--- src/cd_bus_pkg.sv ---
// CD system controller host bus definitions
// 68000 bus, transfer area mapping, upload strobes and register address map
package cd_bus_pkg;

	typedef struct packed {
		logic [23:1] addr;	// Word address
		logic [15:0] data;
		logic rw;
		logic nas;
		logic nlds;
		logic nuds;
	} cpu_bus_t;

	typedef enum logic [2:0] {
		area_spr = 3'd0,
		area_pcm = 3'd1,
		area_z80 = 3'd4,
		area_fix = 3'd5
	} tr_area_e;

	typedef struct packed {
		logic [2:0] area;
		logic use_spr;
		logic use_pcm;
		logic use_z80;
		logic use_fix;
	} tr_map_t;

	typedef struct packed {
		logic wr_spr;
		logic wr_pcm;
		logic wr_z80;
		logic wr_fix;
		logic rd_spr;
		logic rd_pcm;
		logic rd_z80;
		logic rd_fix;
	} tr_strobe_t;

	// ========================================
	// Address map
	// ========================================
	localparam logic [11:0] reg_page = 12'hFF0;	// addr[23:12]
	localparam logic [3:0] upload_zone = 4'hE;	// addr[23:20]

	// Word offsets, addr[11:1]
	localparam logic [10:0] reg_dma_ctrl = 11'h030;	// FF0061
	localparam logic [10:0] reg_dma_addr_a_h = 11'h032;
	localparam logic [10:0] reg_dma_addr_a_l = 11'h033;
	localparam logic [10:0] reg_dma_addr_b_h = 11'h034;
	localparam logic [10:0] reg_dma_addr_b_l = 11'h035;
	localparam logic [10:0] reg_dma_value = 11'h036;	// FF006C
	localparam logic [10:0] reg_dma_count_h = 11'h038;
	localparam logic [10:0] reg_dma_count_l = 11'h039;
	localparam logic [10:0] reg_dma_microcode = 11'h03F;	// FF007E
	localparam logic [10:0] reg_tr_area = 11'h082;	// FF0105
	localparam logic [10:0] reg_map_spr = 11'h090;
	localparam logic [10:0] reg_map_pcm = 11'h091;
	localparam logic [10:0] reg_map_z80 = 11'h093;
	localparam logic [10:0] reg_map_fix = 11'h094;
	localparam logic [10:0] reg_unmap_spr = 11'h0A0;
	localparam logic [10:0] reg_unmap_pcm = 11'h0A1;
	localparam logic [10:0] reg_unmap_z80 = 11'h0A3;
	localparam logic [10:0] reg_unmap_fix = 11'h0A4;
	localparam logic [10:0] reg_bank_spr = 11'h0D0;	// FF01A1
	localparam logic [10:0] reg_bank_pcm = 11'h0D1;	// FF01A3

	localparam int sector_bytes = 2048;

endpackage

--- src/cd_dma_pkg.sv ---
// CD system controller DMA definitions
// Transfer modes, engine states, microcode words and DMA structures
package cd_dma_pkg;

	typedef enum logic [1:0] {
		dma_copy_cd_word,	// Sector cache to memory
		dma_copy_word,	// Memory to memory
		dma_fill
	} dma_mode_e;

	typedef enum logic [3:0] {
		idle, br, wait_bg, wait_as, start,
		cache_rd_h, cache_rd_l,
		rd, rd_wait, rd_done,
		wr, wr_done, step
	} dma_state_e;

	// First microcode word seen from the BIOS for each mode
	localparam logic [15:0] mc_cd_a = 16'hFF89;
	localparam logic [15:0] mc_cd_b = 16'hFFC5;
	localparam logic [15:0] mc_copy_a = 16'hFE6D;
	localparam logic [15:0] mc_copy_b = 16'hFE3D;
	localparam logic [15:0] mc_fill_a = 16'hFFCD;
	localparam logic [15:0] mc_fill_b = 16'hFFDD;

	typedef struct packed {
		logic [23:0] addr_a;
		logic [23:0] addr_b;
		logic [15:0] value;	// Fill word
		logic [31:0] count;	// In words
		dma_mode_e mode;
	} dma_setup_t;

	typedef struct packed {
		logic rd;
		logic wr;
		logic [23:0] addr_in;	// Read side
		logic [23:0] addr_out;	// Write side
		logic [15:0] data_out;
	} dma_mem_t;

endpackage

--- src/cd_transfer_decode.sv ---
// Upload zone decoder, per-area read and write strobes for CPU or DMA accesses
`timescale 1ns/1ps

module cd_transfer_decode (
	input cd_bus_pkg::cpu_bus_t cpu,
	input cd_bus_pkg::tr_map_t tr_map,
	input cd_dma_pkg::dma_mem_t dma_mem,
	input logic dma_running,
	output cd_bus_pkg::tr_strobe_t tr_strobe
);
	import cd_bus_pkg::*;

	logic [23:0] addr;
	logic acc_rd, acc_wr, zone;
	logic sel_spr, sel_pcm, sel_z80, sel_fix;

	// DMA owns the bus while running
	always_comb
	begin
		if (dma_running)
		begin
			addr = dma_mem.rd ? dma_mem.addr_in : dma_mem.addr_out;
			acc_rd = dma_mem.rd;
			acc_wr = dma_mem.wr;
		end
		else
		begin
			addr = {cpu.addr, 1'b0};
			acc_rd = cpu.rw & ~(cpu.nlds & cpu.nuds);
			acc_wr = ~cpu.rw & ~(cpu.nlds & cpu.nuds);
		end
	end

	assign zone = (addr[23:20] == upload_zone);
	assign sel_spr = zone & (tr_map.area == area_spr) & tr_map.use_spr;
	assign sel_pcm = zone & (tr_map.area == area_pcm) & tr_map.use_pcm;
	assign sel_z80 = zone & (tr_map.area == area_z80) & tr_map.use_z80;
	assign sel_fix = zone & (tr_map.area == area_fix) & tr_map.use_fix;

	assign tr_strobe = '{wr_spr: acc_wr & sel_spr, wr_pcm: acc_wr & sel_pcm,
		wr_z80: acc_wr & sel_z80, wr_fix: acc_wr & sel_fix,
		rd_spr: acc_rd & sel_spr, rd_pcm: acc_rd & sel_pcm,
		rd_z80: acc_rd & sel_z80, rd_fix: acc_rd & sel_fix};

endmodule

--- config.mk ---
export PLATFORM = sky130hd
export DESIGN_NAME = cd_transfer_decode
export DESIGN_NICKNAME = d
export VERILOG_FILES = /design/src/cd_bus_pkg.sv /design/src/cd_dma_pkg.sv /design/src/cd_transfer_decode.sv
export SDC_FILE = /design/constraint.sdc
export NUM_CORES = 1
export LEC_CHECK = 0
export BUFFER_PORTS_ARGS = -buffer_cell sky130_fd_sc_hd__buf_2
export CORE_AREA = 2 2 48 50
export DETAILED_ROUTE_END_ITERATION = 8
export DIE_AREA = 0 0 50 52
export GPL_ROUTABILITY_DRIVEN = 1
export PLACE_DENSITY = 0.72
export RECOVER_POWER = 25
export SLEW_MARGIN = 15
export SYNTH_ARGS = -nofsm -noshare
export SYNTH_HDL_FRONTEND = slang
export SYNTH_SLANG_ARGS = --single-unit
--- constraint.sdc ---
create_clock -name vclk -period 1.9
set_input_delay 0.095 -clock vclk [all_inputs]
set_output_delay 0.095 -clock vclk [all_outputs]
set_load 0.02 [all_outputs]
==> flow_summary.json <==
{
  "leakagePower_nw": 0.171,
  "status": "finished clean",
  "post_cts_buffers": 0,
  "clkbuf_count": 0,
  "vias": 334,
  "cts_resized": 0,
  "antenna_found_initial": 0,
  "diodes": 0,
  "cap_violations": 0,
  "crit_family": "simple AND/OR/NAND/NOR gates",
  "criticalPathCategory": "input pin to primary output",
  "worst_slew_pin_slew_ps": 347,
  "syn_area_sq_um": 165,
  "ys_seq_area_frac": 0,
  "layout_min_cycle_time_ps": 1370,
  "seq_cells": 0,
  "layout-drive-gt1-share": 0.534,
  "hp-class": "input pin to primary output",
  "placedCellCount": 86,
  "final_util": 0.167,
  "synth_area_per_cell_sq_um": 6.35,
  "track_usage": 0.0645,
  "grt_pass1_vias": 332,
  "fin_hold_ws_ps": 573,
  "rsz0062_at_grt": "no",
  "die_x_um": 50,
  "cp_slowest_cell": "and3_1",
  "drtIter0Drc": 1,
  "dieArea_sq_um": 2600,
  "start_util": 0.0784,
  "min_path_cells": 4,
  "cp_slowest_stage_delay_ps": 270,
  "timing.final.crit_share": 0.722,
  "drcViolationCount": 0,
  "dr.pass1.iters": 2,
  "io_buffers": 33,
  "synth_cell_types": 14,
  "p_per_area_nw_per_um2": 133,
  "vdd_drop_max_mv": 0.0482,
  "dp_hpwl_um": 752,
  "total_power_uw": 46.7,
  "final_cell_mix": "31 x buf_2, 8 x nor3_1, 4 x nand3_1",
  "grt_pass1_wl_um": 1310,
  "yosys.area.top_type_share": 0.242,
  "grt_max_degree": 9,
  "viasPerCell": 3.88,
  "drtAntennaViolNets": 0,
  "fmax_mhz": 729,
  "crit_path_max_fanout": 8,
  "hold-path-endpoint": "tr_strobe[5]",
  "finalNonFillerCells": 86,
  "seq_area_sq_um": 0,
  "hold_viol": 0,
  "endpoint_kind": "primary output",
  "synth_top_area_cell": "nor3_1",
  "syn_to_final_growth_pct": 113,
  "drv_slew": 0,
  "relSlewSlack": 0.762,
  "syn_inst": 26,
  "hp-start": "tr_map[1]",
  "nets": 177,
  "synth_warnings": 0,
  "routedWlPerCell_um": 9.22,
  "required_ps": 1800,
  "final_common_cell": "buf_2",
  "cp.buffers_inverters": 2,
  "tns_ps": 0,
  "finalSetupViolCount": 0,
  "grt.overflow.total": 0,
  "core_area_sq_um": 2110,
  "crit_arrival_ps": 1280,
  "io_pins": 125,
  "fp.dieH_um": 52,
  "rows": 17,
  "routed_wl_um": 793,
  "ctsHoldBuffers": 0,
  "cp_cell_sequence": "buf_2, and4bb_1, nand3_1, and3_1, nor3_1, clkbuf_1",
  "start_kind": "input pin",
  "synth_area_leaders": "nor3_1 24%, nand3_1 12%, nand3b_1 9.1%",
  "syn-num-nets": 143,
  "gp_congestion": 0.729
}
[cell type report]
type                            count  area [sq um]
Fill cell                         246          1750
Multi-Input combinational cell     25           154
Tap cell                           28          35.0
Timing Repair Buffer               33           163
[power breakdown]
group	switching (mW)	internal [mW]	leakage (nW)
combinational	0.0213	0.0254	0.171
clock	0	0	0
sequential	0	0	0
total	0.0213	0.0254	0.171
[routing by layer]
metal / global-route usage / vias to the layer above / routed length [um]
li1: - / 168 / -
met1: 0.0808 / 136 / 364
met2: 0.127 / 30 / 344
met3: 0.00287 / 0 / 85
met4: 0 / 0 / 0
met5: 0 / - / 0
[kinds of logic after synthesis]
family	after synthesis	synth area share
AND/OR/NAND/NOR	21	0.750
buffers and inverters	1	0.0682
multiplexers	1	0.0606
AO/OA/AOI/OAI	3	0.121
[synth_stat cells]
cell type  number
buf_6           1
a211oi_1        1
nand3b_1        2
nor3_1          8
a21oi_1         1
nand4_1         1
and4b_1         1
and3_1          1
mux2i_1         1
a21boi_0        1
nor2b_1         1
nand3_1         4
and4bb_1        1
nor2_1          2
[worst max path at each step]
stage	from	to	slack [ps]	cells after the start
2_1_floorplan	dma_mem[65]	tr_strobe[0]	590	5
3_3_place_gp	dma_mem[65]	tr_strobe[2]	570	6
3_5_place_dp	dma_mem[65]	tr_strobe[3]	570	6
4_1_cts	dma_mem[65]	tr_strobe[3]	560	6
5_1_grt	dma_running	tr_strobe[1]	400	6
6_report	dma_mem[65]	tr_strobe[1]	530	6
[per-stage QoR]
step           worst slack [ps]  area [sq um]
5_1_grt                     401           352
2_1_floorplan               595           165
3_5_place_dp                565           354
3_3_place_gp                566           354
4_1_cts                     558           354
6_report                    528           352
Note: power is estimated with default switching activity, not from simulation.
