`src/cd_dma_pkg.sv`:
```
// CD system controller DMA definitions
// Transfer modes, engine states, microcode words and DMA structures
package cd_dma_pkg;

	typedef enum logic [1:0] {
		dma_copy_cd_word,	// Sector cache to memory
		dma_copy_word,	// Memory to memory
		dma_fill
	} dma_mode_e;

	typedef enum logic [3:0] {
		idle, br, wait_bg, wait_as, start,
		cache_rd_h, cache_rd_l,
		rd, rd_wait, rd_done,
		wr, wr_done, step
	} dma_state_e;

	// First microcode word seen from the BIOS for each mode
	localparam logic [15:0] mc_cd_a = 16'hFF89;
	localparam logic [15:0] mc_cd_b = 16'hFFC5;
	localparam logic [15:0] mc_copy_a = 16'hFE6D;
	localparam logic [15:0] mc_copy_b = 16'hFE3D;
	localparam logic [15:0] mc_fill_a = 16'hFFCD;
	localparam logic [15:0] mc_fill_b = 16'hFFDD;

	typedef struct packed {
		logic [23:0] addr_a;
		logic [23:0] addr_b;
		logic [15:0] value;	// Fill word
		logic [31:0] count;	// In words
		dma_mode_e mode;
	} dma_setup_t;

	typedef struct packed {
		logic rd;
		logic wr;
		logic [23:0] addr_in;	// Read side
		logic [23:0] addr_out;	// Write side
		logic [15:0] data_out;
	} dma_mem_t;

endpackage

```
`src/cd_dma_engine.sv`:
```
// CD DMA engine
// Takes over the 68000 bus and runs cache copy, word copy and fill transfers
`timescale 1ns/1ps

module cd_dma_engine (
	input logic clk_sys,
	input logic nRESET,
	input logic cpu_clk_en,
	input cd_dma_pkg::dma_setup_t dma_setup,
	input logic dma_start,
	input logic nbg,
	input logic nas,
	input logic dtack_n,
	input logic sdram_busy,
	input logic [15:0] dma_data_in,
	input logic [7:0] cache_dout,
	output cd_dma_pkg::dma_mem_t dma_mem,
	output logic dma_running,
	output logic nbr,
	output logic nbgack,
	output logic [10:0] cache_rd_addr
);
	import cd_dma_pkg::*;

	dma_state_e state;
	dma_mode_e mode_q;
	logic start_prev;
	logic have_data;	// Read half of a word done
	logic [31:0] count_run;
	logic [15:0] rd_data;
	logic mem_rd, mem_wr;
	logic [23:0] addr_in, addr_out;
	logic [15:0] data_out;

	assign dma_mem = '{rd: mem_rd, wr: mem_wr, addr_in: addr_in,
		addr_out: addr_out, data_out: data_out};

	always_ff @(posedge clk_sys or negedge nRESET)
	begin
		if (!nRESET)
		begin
			state <= idle;
			start_prev <= 1'b0;
			nbr <= 1'b1;
			nbgack <= 1'b1;
			dma_running <= 1'b0;
			mem_rd <= 1'b0;
			mem_wr <= 1'b0;
		end
		else
		begin
			start_prev <= dma_start;

			if (dma_start && !start_prev && state == idle)
			begin
				state <= br;
				mode_q <= dma_setup.mode;
				count_run <= dma_setup.count;
				have_data <= 1'b0;
				cache_rd_addr <= '0;
				addr_in <= dma_setup.addr_a;
				addr_out <= (dma_setup.mode == dma_copy_word) ? dma_setup.addr_b : dma_setup.addr_a;
				data_out <= dma_setup.value;
			end
			else if (cpu_clk_en)
			begin
				case (state)
					br:
					begin
						nbr <= 1'b0;
						state <= wait_bg;
					end
					wait_bg: if (!nbg) state <= wait_as;
					wait_as:
					if (nas && dtack_n)	// Last CPU cycle finished
					begin
						nbr <= 1'b1;
						nbgack <= 1'b0;
						dma_running <= 1'b1;
						state <= start;
					end
					start:
					if (count_run == '0)
					begin
						nbgack <= 1'b1;
						dma_running <= 1'b0;
						state <= idle;
					end
					else
					begin
						case (mode_q)
							dma_copy_cd_word, dma_copy_word:
							if (have_data)
							begin
								data_out <= rd_data;
								state <= wr;
							end
							else
								state <= (mode_q == dma_copy_word) ? rd : cache_rd_h;
							dma_fill: state <= wr;
							default: state <= step;
						endcase
					end
					cache_rd_h:
					begin
						rd_data[15:8] <= cache_dout;	// Even byte first
						cache_rd_addr <= cache_rd_addr + 1'b1;
						state <= cache_rd_l;
					end
					cache_rd_l:
					begin
						rd_data[7:0] <= cache_dout;
						cache_rd_addr <= cache_rd_addr + 1'b1;
						have_data <= 1'b1;
						state <= start;
					end
					rd:
					begin
						mem_rd <= 1'b1;
						state <= rd_wait;
					end
					rd_wait: if (!sdram_busy) state <= rd_done;
					rd_done:
					begin
						mem_rd <= 1'b0;
						rd_data <= dma_data_in;
						addr_in <= addr_in + 24'd2;
						have_data <= 1'b1;
						state <= start;
					end
					wr:
					begin
						mem_wr <= 1'b1;
						state <= wr_done;
					end
					wr_done:
					if (!sdram_busy)
					begin
						mem_wr <= 1'b0;
						addr_out <= addr_out + 24'd2;
						state <= step;
					end
					step:
					begin
						count_run <= count_run - 1'b1;
						have_data <= 1'b0;
						state <= start;
					end
					default: ;
				endcase
			end
		end
	end

	a_rd_wr_excl: assert property (@(posedge clk_sys) disable iff (!nRESET)
		!(mem_rd && mem_wr));

endmodule

```
`config.mk`:
```
export PLATFORM = sky130hd
export DESIGN_NAME = cd_dma_engine
export DESIGN_NICKNAME = d
export VERILOG_FILES = /design/src/cd_dma_pkg.sv /design/src/cd_dma_engine.sv
export SDC_FILE = /design/constraint.sdc
export NUM_CORES = 1
export LEC_CHECK = 0
export ABC_AREA = 1
export BUFFER_PORTS_ARGS = -buffer_cell sky130_fd_sc_hd__buf_4
export CAP_MARGIN = 10
export CORE_MARGIN = 2
export CORE_UTILIZATION = 30
export DETAILED_ROUTE_END_ITERATION = 12
export GPL_TIMING_DRIVEN = 1
export MAX_ROUTING_LAYER = met4
export SETUP_SLACK_MARGIN = 0.5
export SYNTH_ARGS = -nofsm -noshare
export SYNTH_HDL_FRONTEND = slang
export SYNTH_SLANG_ARGS = --single-unit
```
`constraint.sdc`:
```
create_clock -name clk_sys -period 10.2 [get_ports clk_sys]
set_clock_uncertainty 0.1 [all_clocks]
set_input_delay 1.53 -clock clk_sys [delete_from_list [all_inputs] [get_ports clk_sys]]
set_output_delay 1.53 -clock clk_sys [all_outputs]
set_load 0.01 [all_outputs]
```
==> flow_summary.json <==
{
  "required_ps": 10090,
  "r2r_start": "state[1]",
  "die_y_um": 172.0,
  "area_growth_syn_to_layout_pct": 29.35,
  "crit_fanout": 87,
  "syn-num-nets": 1213,
  "antennaDiodeCount": 0,
  "synth_area_leaders": "edfxtp_1, nand2_1, nor2_1, inv_1, nand3_1",
  "die_area_sq_um": 29600,
  "period_share_pct": 41.10,
  "die_w_um": 172.0,
  "power.total_mw": 1.726,
  "startpoint_type": "primary input",
  "worst_pin_slew_ps": 975.7,
  "max-slew-margin-rel_pct": 34.95,
  "ctsResizeCount": 0,
  "ys_ff_latch": 136,
  "final_util_pct": 39.44,
  "arrival_ps": 4080,
  "seq_area_frac_synth_pct": 47.65,
  "core_area_sq_um": 27780,
  "drt_iter0_drc": 542,
  "fmax_mhz": 238.5,
  "io_buffers": 209,
  "clock_latency_ps": 430,
  "hold_depth": 2,
  "drive_gt1_share_pct": 22.78,
  "viasPerCell": 4.672,
  "grt_pass1_vias": 7800,
  "gp_congestion": 0.8871,
  "critPathKind": "in2reg",
  "r2r-end": "data_out[12]",
  "worstHoldEndpoint": "nbgack",
  "grt_pass1_wl_um": 40690,
  "finalNetCount": 1416,
  "synth-edff-count": 126,
  "place_hpwl_um": 19230,
  "post_cts_buffers": 0,
  "place_ws_ps": 5512,
  "reg2reg_slack_ps": 6620,
  "netlist_instances": 1079,
  "vias": 7817,
  "max-cap-violations": 0,
  "hold_start": "nbgack",
  "yosysTopAreaCell": "edfxtp_1",
  "hold_path_class": "reg2reg",
  "antenna_found_initial": 0,
  "clock-root-buffer": "clkbuf_16",
  "drcViolationCount": 0,
  "vdd_drop_max_uv": 96.74,
  "setup-tns-final_ps": 0,
  "yosys-top-cells-count": "nand2_1, edfxtp_1, nor2_1",
  "placedCellCount": 1641,
  "status": "complete, no violations",
  "start_util_pct": 30.49,
  "ys_types": 45,
  "synthFlopType": "edfxtp_1",
  "ant_nets": 0,
  "setup_viol_count_final": 0,
  "yosys.cell_count.top_type": "nand2_1",
  "syn_area_per_cell_sq_um": 7.850,
  "synthesis.area_sq_um": 8471,
  "synth_top_area_share_pct": 44.67,
  "wire_per_inst_um": 15.44,
  "rsz0062_at_grt": "no",
  "wl_um": 25840,
  "ioPinCount": 210,
  "critical_path.endpoint_type": "flip-flop",
  "powerDensity_nw_per_um2": 157.5,
  "clk_pin_slew_worst_paths_ps": 60,
  "htreeDepth": 4,
  "tritoncts.num_buffers": 17,
  "finalHoldViolations": 0,
  "clock_sinks": 136,
  "hold_buffers": 0,
  "cts_buffer_depth": 2,
  "firstDrtPassIters": 4,
  "grt_start_max_net_pins": 95,
  "period_needed_ps": 4193,
  "rows": 61,
  "final_cells": 1673,
  "yosysWarnings": 0,
  "setup_slack_ps": 6007,
  "cts_tree": "built",
  "p_leak_nw": 4.786,
  "grt.total_usage_pct": 18.27,
  "grt-ovfl-total": 0,
  "slew_violations": 0,
  "reg2reg_depth": 6,
  "async_flop_share_pct": 7.353
}
[worst max-delay path: stages]
cell	delay [ps]
buf_4	110
inv_1	50
nor2_1	60
nand3_4	50
buf_4	740
clkinv_2	670
nand2_2	350
nand2_1	480
[area by class of cell]
cell class              instances  area, sq um
fillers                      2958        16820
flip-flops and latches        136         4036
multi-input cells             806         3875
repair buffers                216         1622
well taps                     378        473.0
clock buffers                  17        425.4
inverters                     105        395.4
clock inverters                15        130.1
[per-stage QoR]
| stage | hold slack (ps) | instance area, sq um |
|---|---|---|
| floorplan | 360.0 | 8471 |
| global placement | 351.8 | 10400 |
| detailed placement | 358.3 | 10400 |
| CTS | 368.4 | 10960 |
| global route | 402.4 | 10960 |
| finish | 365.5 | 10960 |
[report_power, final]
| part | internal [mW] | total (mW) | switching, mW |
|---|---|---|---|
| combinational | 0.156 | 0.394 | 0.238 |
| sequential | 0.678 | 0.730 | 0.0525 |
| clock | 0.321 | 0.602 | 0.281 |
| total | 1.15 | 1.73 | 0.572 |
[placed cells by master, fill, tap and decap left out, types with 3 or more instances in the layout]
cell type	instances
o211ai_1	7
o21ai_1	6
a31oi_1	7
buf_4	216
mux2_2	12
inv_2	5
nor3_1	14
o21ai_2	3
clkbuf_16	17
o21bai_1	5
nand3_2	3
xnor2_1	16
dfrtp_1	8
ha_1	4
edfxtp_1	126
nand3b_1	4
clkinvlp_4	4
o21ai_0	48
o31ai_1	3
xor2_1	24
inv_1	99
nand3_1	55
nand2_1	400
nor2_4	5
o21a_1	4
a21oi_1	22
inv_8	3
nor2_2	7
nor2_1	119
nand4_1	17
inv_6	6
[layer usage]
metal,part of all wire (%),GRT usage [%]
met1,46,23.75
met2,48,29.39
met3,4.6,2.770
met4,1.8,5.846
met5,0,-
[cell families after synthesis]
group / share of synthesized area [%]
compound gates: 7.519
simple gates: 31.57
flops: 47.65
fa+ha+maj: 0.5909
buf+inv: 6.824
xor+xnor: 4.136
mux: 1.713
[sequential cells by signal, indices dropped and copies added, names as in the netlist]
name and count:
addr_in 24, addr_out 24, cache_rd_addr 11, count_run 32
data_out 16, dma_running 1, have_data 1, mem_rd 1
mem_wr 1, mode_q 2, nbgack 1, nbr 1
rd_data 16, start_prev 1, state 4
[worst max-delay path by stage]
| stage | startpoint | end | slack [ps] | depth (start not counted) |
|---|---|---|---|---|
| 2_1_floorplan | cpu_clk_en | count_run[0] | 5450 | 3 |
| 6_report | dma_start | data_out[12] | 6010 | 8 |
| 4_1_cts | dma_start | data_out[12] | 5980 | 8 |
| 3_3_place_gp | dma_start | data_out[3] | 5540 | 8 |
| 5_1_grt | dma_start | data_out[12] | 5710 | 8 |
| 3_5_place_dp | dma_start | data_out[3] | 5510 | 8 |
Note: power is estimated with default switching activity, not from simulation.
