## src/cd_bus_pkg.sv

```systemverilog
// CD system controller host bus definitions
// 68000 bus, transfer area mapping, upload strobes and register address map
package cd_bus_pkg;

	typedef struct packed {
		logic [23:1] addr;	// Word address
		logic [15:0] data;
		logic rw;
		logic nas;
		logic nlds;
		logic nuds;
	} cpu_bus_t;

	typedef enum logic [2:0] {
		area_spr = 3'd0,
		area_pcm = 3'd1,
		area_z80 = 3'd4,
		area_fix = 3'd5
	} tr_area_e;

	typedef struct packed {
		logic [2:0] area;
		logic use_spr;
		logic use_pcm;
		logic use_z80;
		logic use_fix;
	} tr_map_t;

	typedef struct packed {
		logic wr_spr;
		logic wr_pcm;
		logic wr_z80;
		logic wr_fix;
		logic rd_spr;
		logic rd_pcm;
		logic rd_z80;
		logic rd_fix;
	} tr_strobe_t;

	// ========================================
	// Address map
	// ========================================
	localparam logic [11:0] reg_page = 12'hFF0;	// addr[23:12]
	localparam logic [3:0] upload_zone = 4'hE;	// addr[23:20]

	// Word offsets, addr[11:1]
	localparam logic [10:0] reg_dma_ctrl = 11'h030;	// FF0061
	localparam logic [10:0] reg_dma_addr_a_h = 11'h032;
	localparam logic [10:0] reg_dma_addr_a_l = 11'h033;
	localparam logic [10:0] reg_dma_addr_b_h = 11'h034;
	localparam logic [10:0] reg_dma_addr_b_l = 11'h035;
	localparam logic [10:0] reg_dma_value = 11'h036;	// FF006C
	localparam logic [10:0] reg_dma_count_h = 11'h038;
	localparam logic [10:0] reg_dma_count_l = 11'h039;
	localparam logic [10:0] reg_dma_microcode = 11'h03F;	// FF007E
	localparam logic [10:0] reg_tr_area = 11'h082;	// FF0105
	localparam logic [10:0] reg_map_spr = 11'h090;
	localparam logic [10:0] reg_map_pcm = 11'h091;
	localparam logic [10:0] reg_map_z80 = 11'h093;
	localparam logic [10:0] reg_map_fix = 11'h094;
	localparam logic [10:0] reg_unmap_spr = 11'h0A0;
	localparam logic [10:0] reg_unmap_pcm = 11'h0A1;
	localparam logic [10:0] reg_unmap_z80 = 11'h0A3;
	localparam logic [10:0] reg_unmap_fix = 11'h0A4;
	localparam logic [10:0] reg_bank_spr = 11'h0D0;	// FF01A1
	localparam logic [10:0] reg_bank_pcm = 11'h0D1;	// FF01A3

	localparam int sector_bytes = 2048;

endpackage

```

## src/cd_dma_pkg.sv

```systemverilog
// CD system controller DMA definitions
// Transfer modes, engine states, microcode words and DMA structures
package cd_dma_pkg;

	typedef enum logic [1:0] {
		dma_copy_cd_word,	// Sector cache to memory
		dma_copy_word,	// Memory to memory
		dma_fill
	} dma_mode_e;

	typedef enum logic [3:0] {
		idle, br, wait_bg, wait_as, start,
		cache_rd_h, cache_rd_l,
		rd, rd_wait, rd_done,
		wr, wr_done, step
	} dma_state_e;

	// First microcode word seen from the BIOS for each mode
	localparam logic [15:0] mc_cd_a = 16'hFF89;
	localparam logic [15:0] mc_cd_b = 16'hFFC5;
	localparam logic [15:0] mc_copy_a = 16'hFE6D;
	localparam logic [15:0] mc_copy_b = 16'hFE3D;
	localparam logic [15:0] mc_fill_a = 16'hFFCD;
	localparam logic [15:0] mc_fill_b = 16'hFFDD;

	typedef struct packed {
		logic [23:0] addr_a;
		logic [23:0] addr_b;
		logic [15:0] value;	// Fill word
		logic [31:0] count;	// In words
		dma_mode_e mode;
	} dma_setup_t;

	typedef struct packed {
		logic rd;
		logic wr;
		logic [23:0] addr_in;	// Read side
		logic [23:0] addr_out;	// Write side
		logic [15:0] data_out;
	} dma_mem_t;

endpackage

```

## src/cd_host_regs.sv

```systemverilog
// CD host register file
// 68000 register writes, DMA setup and start, transfer mapping, upload latch
`timescale 1ns/1ps

module cd_host_regs (
	input logic clk_sys,
	input logic nRESET,
	input logic cpu_clk_en,
	input cd_bus_pkg::cpu_bus_t cpu,
	output cd_dma_pkg::dma_setup_t dma_setup,
	output logic dma_start,
	output cd_bus_pkg::tr_map_t tr_map,
	output logic [1:0] bank_spr,
	output logic bank_pcm,
	output logic [15:0] tr_wr_data,
	output logic [19:1] tr_wr_addr
);
	import cd_bus_pkg::*;
	import cd_dma_pkg::*;

	logic nlds_prev, nuds_prev;
	logic strobe_fall;
	logic word_wr, lo_wr;
	logic [15:0] microcode;
	logic mc_known;
	dma_mode_e mc_mode;

	assign strobe_fall = (nlds_prev & ~cpu.nlds) | (nuds_prev & ~cpu.nuds);
	assign word_wr = ~cpu.nuds & ~cpu.nlds;
	assign lo_wr = ~cpu.nlds;	// Odd byte lane

	// Only microcode word 0 selects the mode
	always_comb
	begin
		mc_known = 1'b1;
		mc_mode = dma_copy_cd_word;
		case (microcode)
			mc_cd_a, mc_cd_b: mc_mode = dma_copy_cd_word;
			mc_copy_a, mc_copy_b: mc_mode = dma_copy_word;
			mc_fill_a, mc_fill_b: mc_mode = dma_fill;
			default: mc_known = 1'b0;
		endcase
	end

	always_ff @(posedge clk_sys or negedge nRESET)
	begin
		if (!nRESET)
		begin
			nlds_prev <= 1'b1;
			nuds_prev <= 1'b1;
			dma_start <= 1'b0;
			tr_map <= '0;
			bank_spr <= 2'd0;
			bank_pcm <= 1'b0;
		end
		else if (cpu_clk_en)
		begin
			nlds_prev <= cpu.nlds;
			nuds_prev <= cpu.nuds;
			dma_start <= 1'b0;	// One period only

			if (strobe_fall && !cpu.rw && cpu.addr[23:12] == reg_page)
			begin
				case (cpu.addr[11:1])
					reg_dma_ctrl:
					if (cpu.nuds && lo_wr && cpu.data[6] && mc_known)
					begin
						dma_start <= 1'b1;
						dma_setup.mode <= mc_mode;
					end
					reg_dma_addr_a_h: if (word_wr) dma_setup.addr_a[23:16] <= cpu.data[7:0];
					reg_dma_addr_a_l: if (word_wr) dma_setup.addr_a[15:0] <= cpu.data;
					reg_dma_addr_b_h: if (word_wr) dma_setup.addr_b[23:16] <= cpu.data[7:0];
					reg_dma_addr_b_l: if (word_wr) dma_setup.addr_b[15:0] <= cpu.data;
					reg_dma_value: if (word_wr) dma_setup.value <= cpu.data;
					reg_dma_count_h: if (word_wr) dma_setup.count[31:16] <= cpu.data;
					reg_dma_count_l: if (word_wr) dma_setup.count[15:0] <= cpu.data;
					reg_dma_microcode: if (word_wr) microcode <= cpu.data;
					reg_tr_area: if (lo_wr) tr_map.area <= cpu.data[2:0];
					reg_map_spr: if (lo_wr) tr_map.use_spr <= 1'b1;
					reg_map_pcm: if (lo_wr) tr_map.use_pcm <= 1'b1;
					reg_map_z80: if (lo_wr) tr_map.use_z80 <= 1'b1;
					reg_map_fix: if (lo_wr) tr_map.use_fix <= 1'b1;
					reg_unmap_spr: if (lo_wr) tr_map.use_spr <= 1'b0;
					reg_unmap_pcm: if (lo_wr) tr_map.use_pcm <= 1'b0;
					reg_unmap_z80: if (lo_wr) tr_map.use_z80 <= 1'b0;
					reg_unmap_fix: if (lo_wr) tr_map.use_fix <= 1'b0;
					reg_bank_spr: if (lo_wr) bank_spr <= cpu.data[1:0];
					reg_bank_pcm: if (lo_wr) bank_pcm <= cpu.data[0];
					default: ;
				endcase
			end
			else if (strobe_fall && !cpu.rw && cpu.addr[23:20] == upload_zone)
			begin
				// Upload zone write, forwarded as is
				tr_wr_data <= cpu.data;
				tr_wr_addr <= cpu.addr[19:1];
			end
		end
	end

	// The engine relies on a single pulse per start write
	a_start_pulse: assert property (@(posedge clk_sys) disable iff (!nRESET)
		cpu_clk_en && dma_start |=> !dma_start);

endmodule

```

## config.mk

```make
export PLATFORM = sky130hd
export DESIGN_NAME = cd_host_regs
export DESIGN_NICKNAME = d
export VERILOG_FILES = /design/src/cd_bus_pkg.sv /design/src/cd_dma_pkg.sv /design/src/cd_host_regs.sv
export SDC_FILE = /design/constraint.sdc
export NUM_CORES = 1
export LEC_CHECK = 0
export BUFFER_PORTS_ARGS = -buffer_cell sky130_fd_sc_hd__buf_2
export CAP_MARGIN = 20
export CORE_UTILIZATION = 44
export DETAILED_ROUTE_END_ITERATION = 8
export MAX_ROUTING_LAYER = met4
export PLACE_DENSITY = 0.77
export SKIP_LAST_GASP = 1
export SYNTH_ARGS = -nofsm -noshare
export SYNTH_HDL_FRONTEND = slang
export SYNTH_SLANG_ARGS = --single-unit
```

## constraint.sdc

```tcl
create_clock -name clk_sys -period 3.3 [get_ports clk_sys]
set_input_delay 0.99 -clock clk_sys [delete_from_list [all_inputs] [get_ports clk_sys]]
set_output_delay 0.99 -clock clk_sys [all_outputs]
set_load 0.005 [all_outputs]
```

==> results of run 1 <==
## Yosys cell counts
master | number | area, um2
edfxtp_1 | 149 | 4474
dfrtp_1 | 11 | 275.3
nor4_1 | 11 | 68.82
inv_1 | 7 | 26.28
mux2_1 | 6 | 67.56
nand2_1 | 5 | 18.77
nand3_1 | 5 | 25.02
nor2_1 | 5 | 18.77
nor2b_1 | 5 | 31.28
mux2i_1 | 4 | 40.04
nand2b_1 | 4 | 25.02
nand4_1 | 4 | 25.02
nor3_1 | 3 | 15.01
nor4b_1 | 3 | 26.28
and3_1 | 2 | 12.51
dfstp_2 | 2 | 52.55
mux2_2 | 2 | 22.52
nor3b_1 | 2 | 15.01
or4_1 | 2 | 15.01
or4b_1 | 2 | 20.02
a21oi_1 | 1 | 5.000
and2_1 | 1 | 6.260
and3b_1 | 1 | 8.760
buf_2 | 1 | 5.000
clkbuf_1 | 1 | 3.750
nand3b_1 | 1 | 7.510
nand4b_1 | 1 | 8.760
nor4_2 | 1 | 12.51
nor4_4 | 1 | 21.27
nor4bb_1 | 1 | 10.01
o2111a_1 | 1 | 11.26
o211ai_1 | 1 | 7.510
o21ai_0 | 1 | 5.000
o21ai_2 | 1 | 8.760
o22ai_1 | 1 | 6.260
or4_4 | 1 | 11.26
or4b_2 | 1 | 10.01
or4b_4 | 1 | 13.76
xnor2_1 | 1 | 8.760
xor2_1 | 1 | 8.760
## per-layer routing
layer	global-route usage	vias to the layer above
met2	0.3252	138
li1	-	1464
met5	-	-
met4	0.06930	0
met3	0.05356	12
met1	0.2350	1589
## registers in the layout, indices dropped and copies added, names as in the netlist
| register | count |
|---|---|
| nuds_prev | 1 |
| dma_start | 1 |
| tr_wr_addr | 19 |
| nlds_prev | 1 |
| microcode | 16 |
| bank_pcm | 1 |
| bank_spr | 2 |
| dma_setup | 98 |
| tr_wr_data | 16 |
| tr_map | 7 |
## where the power goes
part	switching (mW)	internal, mW	leakage (nW)
clock network	0.808	1.14	0.292
logic	0.0605	0.0324	1.07
registers	0.00113	2.24	1.50
total	0.870	3.42	2.86
## cell families after synthesis
family / count (synthesis)
DFF: 162
buffers and inverters: 9
AOI/OAI and AO/OA: 6
muxes: 12
xor gates and xnor gates: 2
and+or+nand+nor: 63
## critical path, stage by stage
cell and delay [ns]:
buf_2 0.11, nor4_1 0.26, buf_4 0.17, o2111a_1 0.24
nand3_1 0.31, nor4_4 0.32, buf_4 0.28
## worst max path at each step
stage	endpoint	slack (ns)
final	dma_setup[35]	0.70
after global routing	dma_setup[36]	0.56
after CTS	dma_setup[36]	0.71
after detailed placement	tr_map[5]	0.27
after global placement	dma_setup[39]	0.27
after floorplan	dma_setup[50]	0.003
## placed cells by master, fill, tap and decap left out, types with 2 or more instances in the layout
cell type  Yosys  final
buf_4          0     14
nor4_4         1      2
nand2b_1       4      4
mux2_1         6      6
clkbuf_16      0     17
nor4_2         1      2
nor4_1        11      9
inv_6          0      5
nand3_1        5      5
mux2i_1        4      4
or4_1          2      2
mux2_2         2      2
nor3_1         3      2
inv_1          7      7
nor2_1         5      4
dfstp_2        2      2
and3_1         2      2
or4b_1         2      2
clkinv_4       0      2
buf_12         0      2
nor4b_1        3      2
inv_8          0      3
dfrtp_1       11     11
edfxtp_1     149    149
nand4_1        4      4
buf_2          1    188
nand2_1        5      5
bufinv_16      0      2
nor3b_1        2      2
nor2b_1        5      5
## layout make-up
class / instances / area (um2)
sequential: 162 / 4802
fill: 892 / 4669
timing repair buffer: 204 / 1086
multi-input combinational: 83 / 668.1
clock buffer: 18 / 429.2
tap: 168 / 210.2
clock inverter: 14 / 167.7
inverter: 7 / 26.28
antenna: 1 / 2.502
## metrics by stage
stage,util,hold WS (ns),std cells,cell area [um2],setup WS (ns)
after floorplan,-,0.4828,254,5473,0.002505
after global placement,0.5632,0.4677,624,6793,0.2655
after detailed placement,0.5632,0.4724,624,6793,0.2723
after CTS,0.6127,0.3816,656,7390,0.7086
after global routing,0.6129,0.3818,657,7392,0.5567
final,0.6129,0.3983,657,7392,0.7045
==> summary.md, run 1 <==
| Metric | Value |
|---|---|
| Main combinational cell family by area after synthesis | simple AND/OR/NAND/NOR gates |
| Routed met1 length | 4945 um |
| Leakage power | 2.864 nW |
| Initial Util | 0.4523 |
| Period utilization | 0.7865 |
| Compound-cell area share of the yosys netlist | 0.008028 |
| Post-CTS setup buffers | 0 |
| Ports | 190 |
| Wire length on met3 | 634 um |
| Fraction of layout cells with a size suffix above 1 | 0.5123 |
| Initial antenna violation count | 1 |
| Detailed Place HPWL | 8305 um |
| Drt pass-1 iters | 4 |
| # H-tree levels | 4 |
| CTS Buffer Depth | 2 |
| Clock sink count | about 160 |
| Worst reg-to-reg path cell count | 5 |
| DRC errors left | 0 |
| Synthesized area per cell | 21.48 um2 |
| TritonCTS clock tree | built |
| XOR/XNOR Fraction of Synth Area | 0.003211 |
| Crit Path Max Fanout | 12 |
| First-pass GRT wire length | about 17,000 um |
| Hold_buf cts | 0 |
| WP data required | between 3 and 4 ns |
| Die Ht | 113.3 um |
| Post-layout minimum cycle time | 2.595 ns |
| Port-buffer cells | 188 |
| Seq/Total Area, Yosys | 0.8803 |
| Critical path startpoint category | input pin |
| Iter 0 DRT Violations | 234 |
| Die area | 0.01285 mm2 |
| Final WL | 11,770 um |
| Clock buffer count from CTS | 17 |
| Final setup viols | 0 |
| Core Box Area | 0.01206 mm2 |
| Vias | about 3,200 |
| Met2 Wirelength | 5986 um |
| CP Capture Type | flop |
| HP Class | input pin to async pin |
| Worst slew pin tran | 0.6246 ns |
| Setup CP Type | input pin to flop |
| Setup Skew | 0.007080 ns |
| Cells after synthesis | 254 |
| PwrDens | 580.3 mW/mm2 |
| Max Fclk | slightly below 0.4 GHz |
| Reg clk slew, reported paths | 0.06 ns |
| Maximum VDD drop | between 0.0003 and 0.0004 V |
| Proportion of synthesized area in mux cells | 0.02385 |
| Slew HR | 0.5777 |
| Reg-to-reg endpoint | dma_setup[35] |
| Ys Warns | 0 |
| Total power draw | about 4.3 mW |
| Outcome | complete, no violations |
| Synth-to-layout area growth | 35.50% |
| Setup TNS | 0 ns |
| Fin. max-slew vios | 0 |
| Synthesis-stage register bit count | 162 |
| Mean routed wirelength per cell | 17.92 um |
| Synth Net Count | 300 |
| Largest net degree at the start of global routing | 22 |
| Nets | 521 |
| Flop2flop setup slack | 1.00 ns |
| Number of global-route vias before repair | approximately 3,100 |
| Synth Area in Adders | 0 |
| Gp weighted congestion | 0.7640 |
| Gr usage total | 0.1974 |
| Global route overflow | 0 |
| CTS root buffer | clkbuf_16 |
| DRT antenna net count | 0 |
| Cell Area, Synth | 0.005455 mm2 |
| Top Layer Used | met4 |
| Worst r2r src | nuds_prev |
| Die X | between 100 and 150 um |
| Data arrival, critical path | about 2.7 ns |
| Synth cell types | 40 |
| Number of vias per cell | 4.875 |
| Crit. Startpoint | cpu[32] |
| Max cap viols | 0 |
| Unrepaired setup endpoints after global routing | false |
| PostCTS Resize Cnt | 0 |
| Clock Latency Late Sink | roughly 0.41 ns |
| Row count | 40 |
| Simple-gate share of the synthesized area | 0.07821 |
| Hold Fails Final Rpt | 0 |
Note: power is estimated with default switching activity, not from simulation.
==> inputs of run 2 (changes only) <==
--- a/config.mk
+++ b/config.mk
@@ -7,10 +7,10 @@
 export LEC_CHECK = 0
 export BUFFER_PORTS_ARGS = -buffer_cell sky130_fd_sc_hd__buf_2
 export CAP_MARGIN = 20
-export CORE_UTILIZATION = 44
+export CORE_UTILIZATION = 49
 export DETAILED_ROUTE_END_ITERATION = 8
 export MAX_ROUTING_LAYER = met4
-export PLACE_DENSITY = 0.77
+export PLACE_DENSITY = 0.81
 export SKIP_LAST_GASP = 1
 export SYNTH_ARGS = -nofsm -noshare
 export SYNTH_HDL_FRONTEND = slang
==> constraint.sdc (replaced) <==
create_clock -name clk_sys -period 2.52 [get_ports clk_sys]
set_input_delay 0.756 -clock clk_sys [delete_from_list [all_inputs] [get_ports clk_sys]]
set_output_delay 0.756 -clock clk_sys [all_outputs]
set_load 0.005 [all_outputs]
==> run 2 against run 1 <==
Flip-flop and latch count stayed put. Sequential share of layout area is 2.0 points lower. Clock power is 31% higher. Core utilization is 9.1 points higher. Sequential power is 31% higher. Global-route usage is 3.6 points higher. Worst setup slack worse by 0.36 ns. Largest cell class unchanged. Clock skew is 0.0019 ns higher. Power is 32% higher. Critical path depth is 2 lower. Via count is 5.3% higher.
==> summary.md, run 2 (synthesis gave the netlist of run 1 again) <==
| Metric | Value |
|---|---|
| Gp weighted congestion | 0.8145 |
| Ports | 190 |
| Reg clk slew, reported paths | 0.06 ns |
| Hold Fails Final Rpt | 0 |
| Most frequent cells in the layout | buf_2, edfxtp_1, buf_4 |
| Initial antenna violation count | 0 |
| Clock sink count | 162 |
| Fraction of layout cells with a size suffix above 1 | 0.5428 |
| Period utilization | 0.8626 |
| Placed Area | 0.007033 mm2 |
| WP data required | 2.93 ns |
| Worst reg-to-reg path cell count | 5 |
| Commonest non-fill, non-tap cell in the layout | buf_2 |
| Reg with most FFs | dma_setup |
| Mean routed wirelength per cell | ~19 um |
| Number of global-route vias before repair | 3,255 |
| Number of vias per cell | 5.159 |
| Clock buffer count from CTS | 17 |
| TritonCTS clock tree | built |
| Crit Path Max Fanout | 3 |
| HP Class | input pin to async pin |
| ANT cells | 0 |
| Finished Cell Area | 0.007627 mm2 |
| Post-layout minimum cycle time | about 2.2 ns |
| Max cap viols | 0 |
| Data arrival, critical path | around 2.6 ns |
| Max Fclk | around 0.46 GHz |
| Fin. max-slew vios | 0 |
| Worst slew pin tran | between 0.3 and 0.4 ns |
| Final non-filler cell total | 654 |
| Detailed Place HPWL | 8509 um |
| Largest net degree at the start of global routing | 17 |
| Die Ht | ~110 um |
| Setup Skew | 0.008936 ns |
| Final WL | 12,690 um |
| Outcome | complete, no violations |
| Global route overflow | 0 |
| Clock Latency Late Sink | between 0.5 and 0.6 ns |
| Hold_buf cts | 0 |
| CTS Buffer Depth | 2 |
| Critical path startpoint category | input pin |
| Core Box Area | 0.01084 mm2 |
| Die area | 0.01156 mm2 |
| CP Capture Type | flop |
| Port-buffer cells | 188 |
| Placed cells | 622 |
| Worst r2r src | microcode[2] |
| First-pass GRT wire length | roughly 18,000 um |
| Leakage power | 3.006 nW |
| Reg-to-reg endpoint | dma_setup[0] |
| PostCTS Resize Cnt | 0 |
| # H-tree levels | 4 |
| Die X | 107.5 um |
| Initial Util | 0.5032 |
| DRC errors left | 0 |
| CTS root buffer | clkbuf_8 |
| Post-CTS setup buffers | 0 |
| Largest regs | dma_setup x98, tr_wr_addr x19 |
| Row count | 38 |
| Slew HR | 0.7351 |
| Critical Path Sink | bank_pcm |
| Fillers | 705 |
| Flop2flop setup slack | 0.39 ns |
| Setup CP Type | input pin to flop |
| Gr usage total | 0.2333 |
| Maximum VDD drop | between 0.0005 and 0.0006 V |
| DRT antenna net count | 0 |
| Iter 0 DRT Violations | 222 |
| Crit. Startpoint | cpu[29] |
| Drt pass-1 iters | 4 |
| PwrDens | approximately 740 mW/mm2 |
| Unrepaired setup endpoints after global routing | false |
| Max FFs per register | 98 |
| Nets | around 550 |
| Final setup viols | 0 |
| Vias | 3,374 |
| Synth-to-layout area growth | 39.82% |
==> run 2: worst max-delay path, cell delays in order <==
cell    delay [ns]
buf_2         0.11
or4b_4        0.55
or4b_1        0.52
nor4_1        0.28
mux2_1        0.36
==> run 2: where the power goes <==
part	total [mW]	switching [mW]	internal (mW)
Combinational	0.148	0.0861	0.0621
Clock	2.56	1.04	1.52
Sequential	2.94	0.00178	2.94
==> run 2: routing by layer <==
layer	vias to the layer above	track usage	share of wire	wire length, um
met5	-	-	0	0
met4	0	0.07828	0.011	144
met3	13	0.06416	0.076	963
met2	181	0.3727	0.51	6412
met1	1654	0.2897	0.41	5168
li1	1526	-	-	-
==> run 2: stage by stage <==
stage,worst slack (ns),setup TNS (ns),utilization,hold slack [ns],power [mW]
2_1_floorplan,-0.06677,-2.991,-,0.4604,3.031
3_3_place_gp,-0.1706,-5.949,0.6488,0.4675,3.139
3_5_place_dp,-0.1839,-7.923,0.6488,0.4774,3.146
4_1_cts,0.3712,0,0.7036,0.1788,5.687
5_1_grt,0.2501,0,0.7036,0.1914,5.801
6_report,0.3462,0,0.7036,0.1859,5.652
==> run 2: layout make-up <==
cell class	count	area, um2	share of cell area
clock buffer	17	414.1	0.05430
inverter	7	26.28	0.003445
clock inverter	15	180.2	0.02362
tap	140	175.2	0.02297
multi-input combinational	83	710.7	0.09318
timing repair buffer	230	1319	0.1729
sequential	162	4802	0.6296
==> run 2: worst min path at each step <==
stage                         start     endpoint  slack (ns)  depth (start not counted)
final                        nRESET    tr_map[1]        0.19                          2
after detailed placement  tr_map[5]    tr_map[5]        0.48                          1
after global routing         nRESET    tr_map[3]        0.19                          2
after global placement    tr_map[6]    tr_map[6]        0.47                          1
after CTS                    nRESET  bank_spr[1]        0.18                          2
after floorplan              nRESET     bank_pcm        0.46                          0
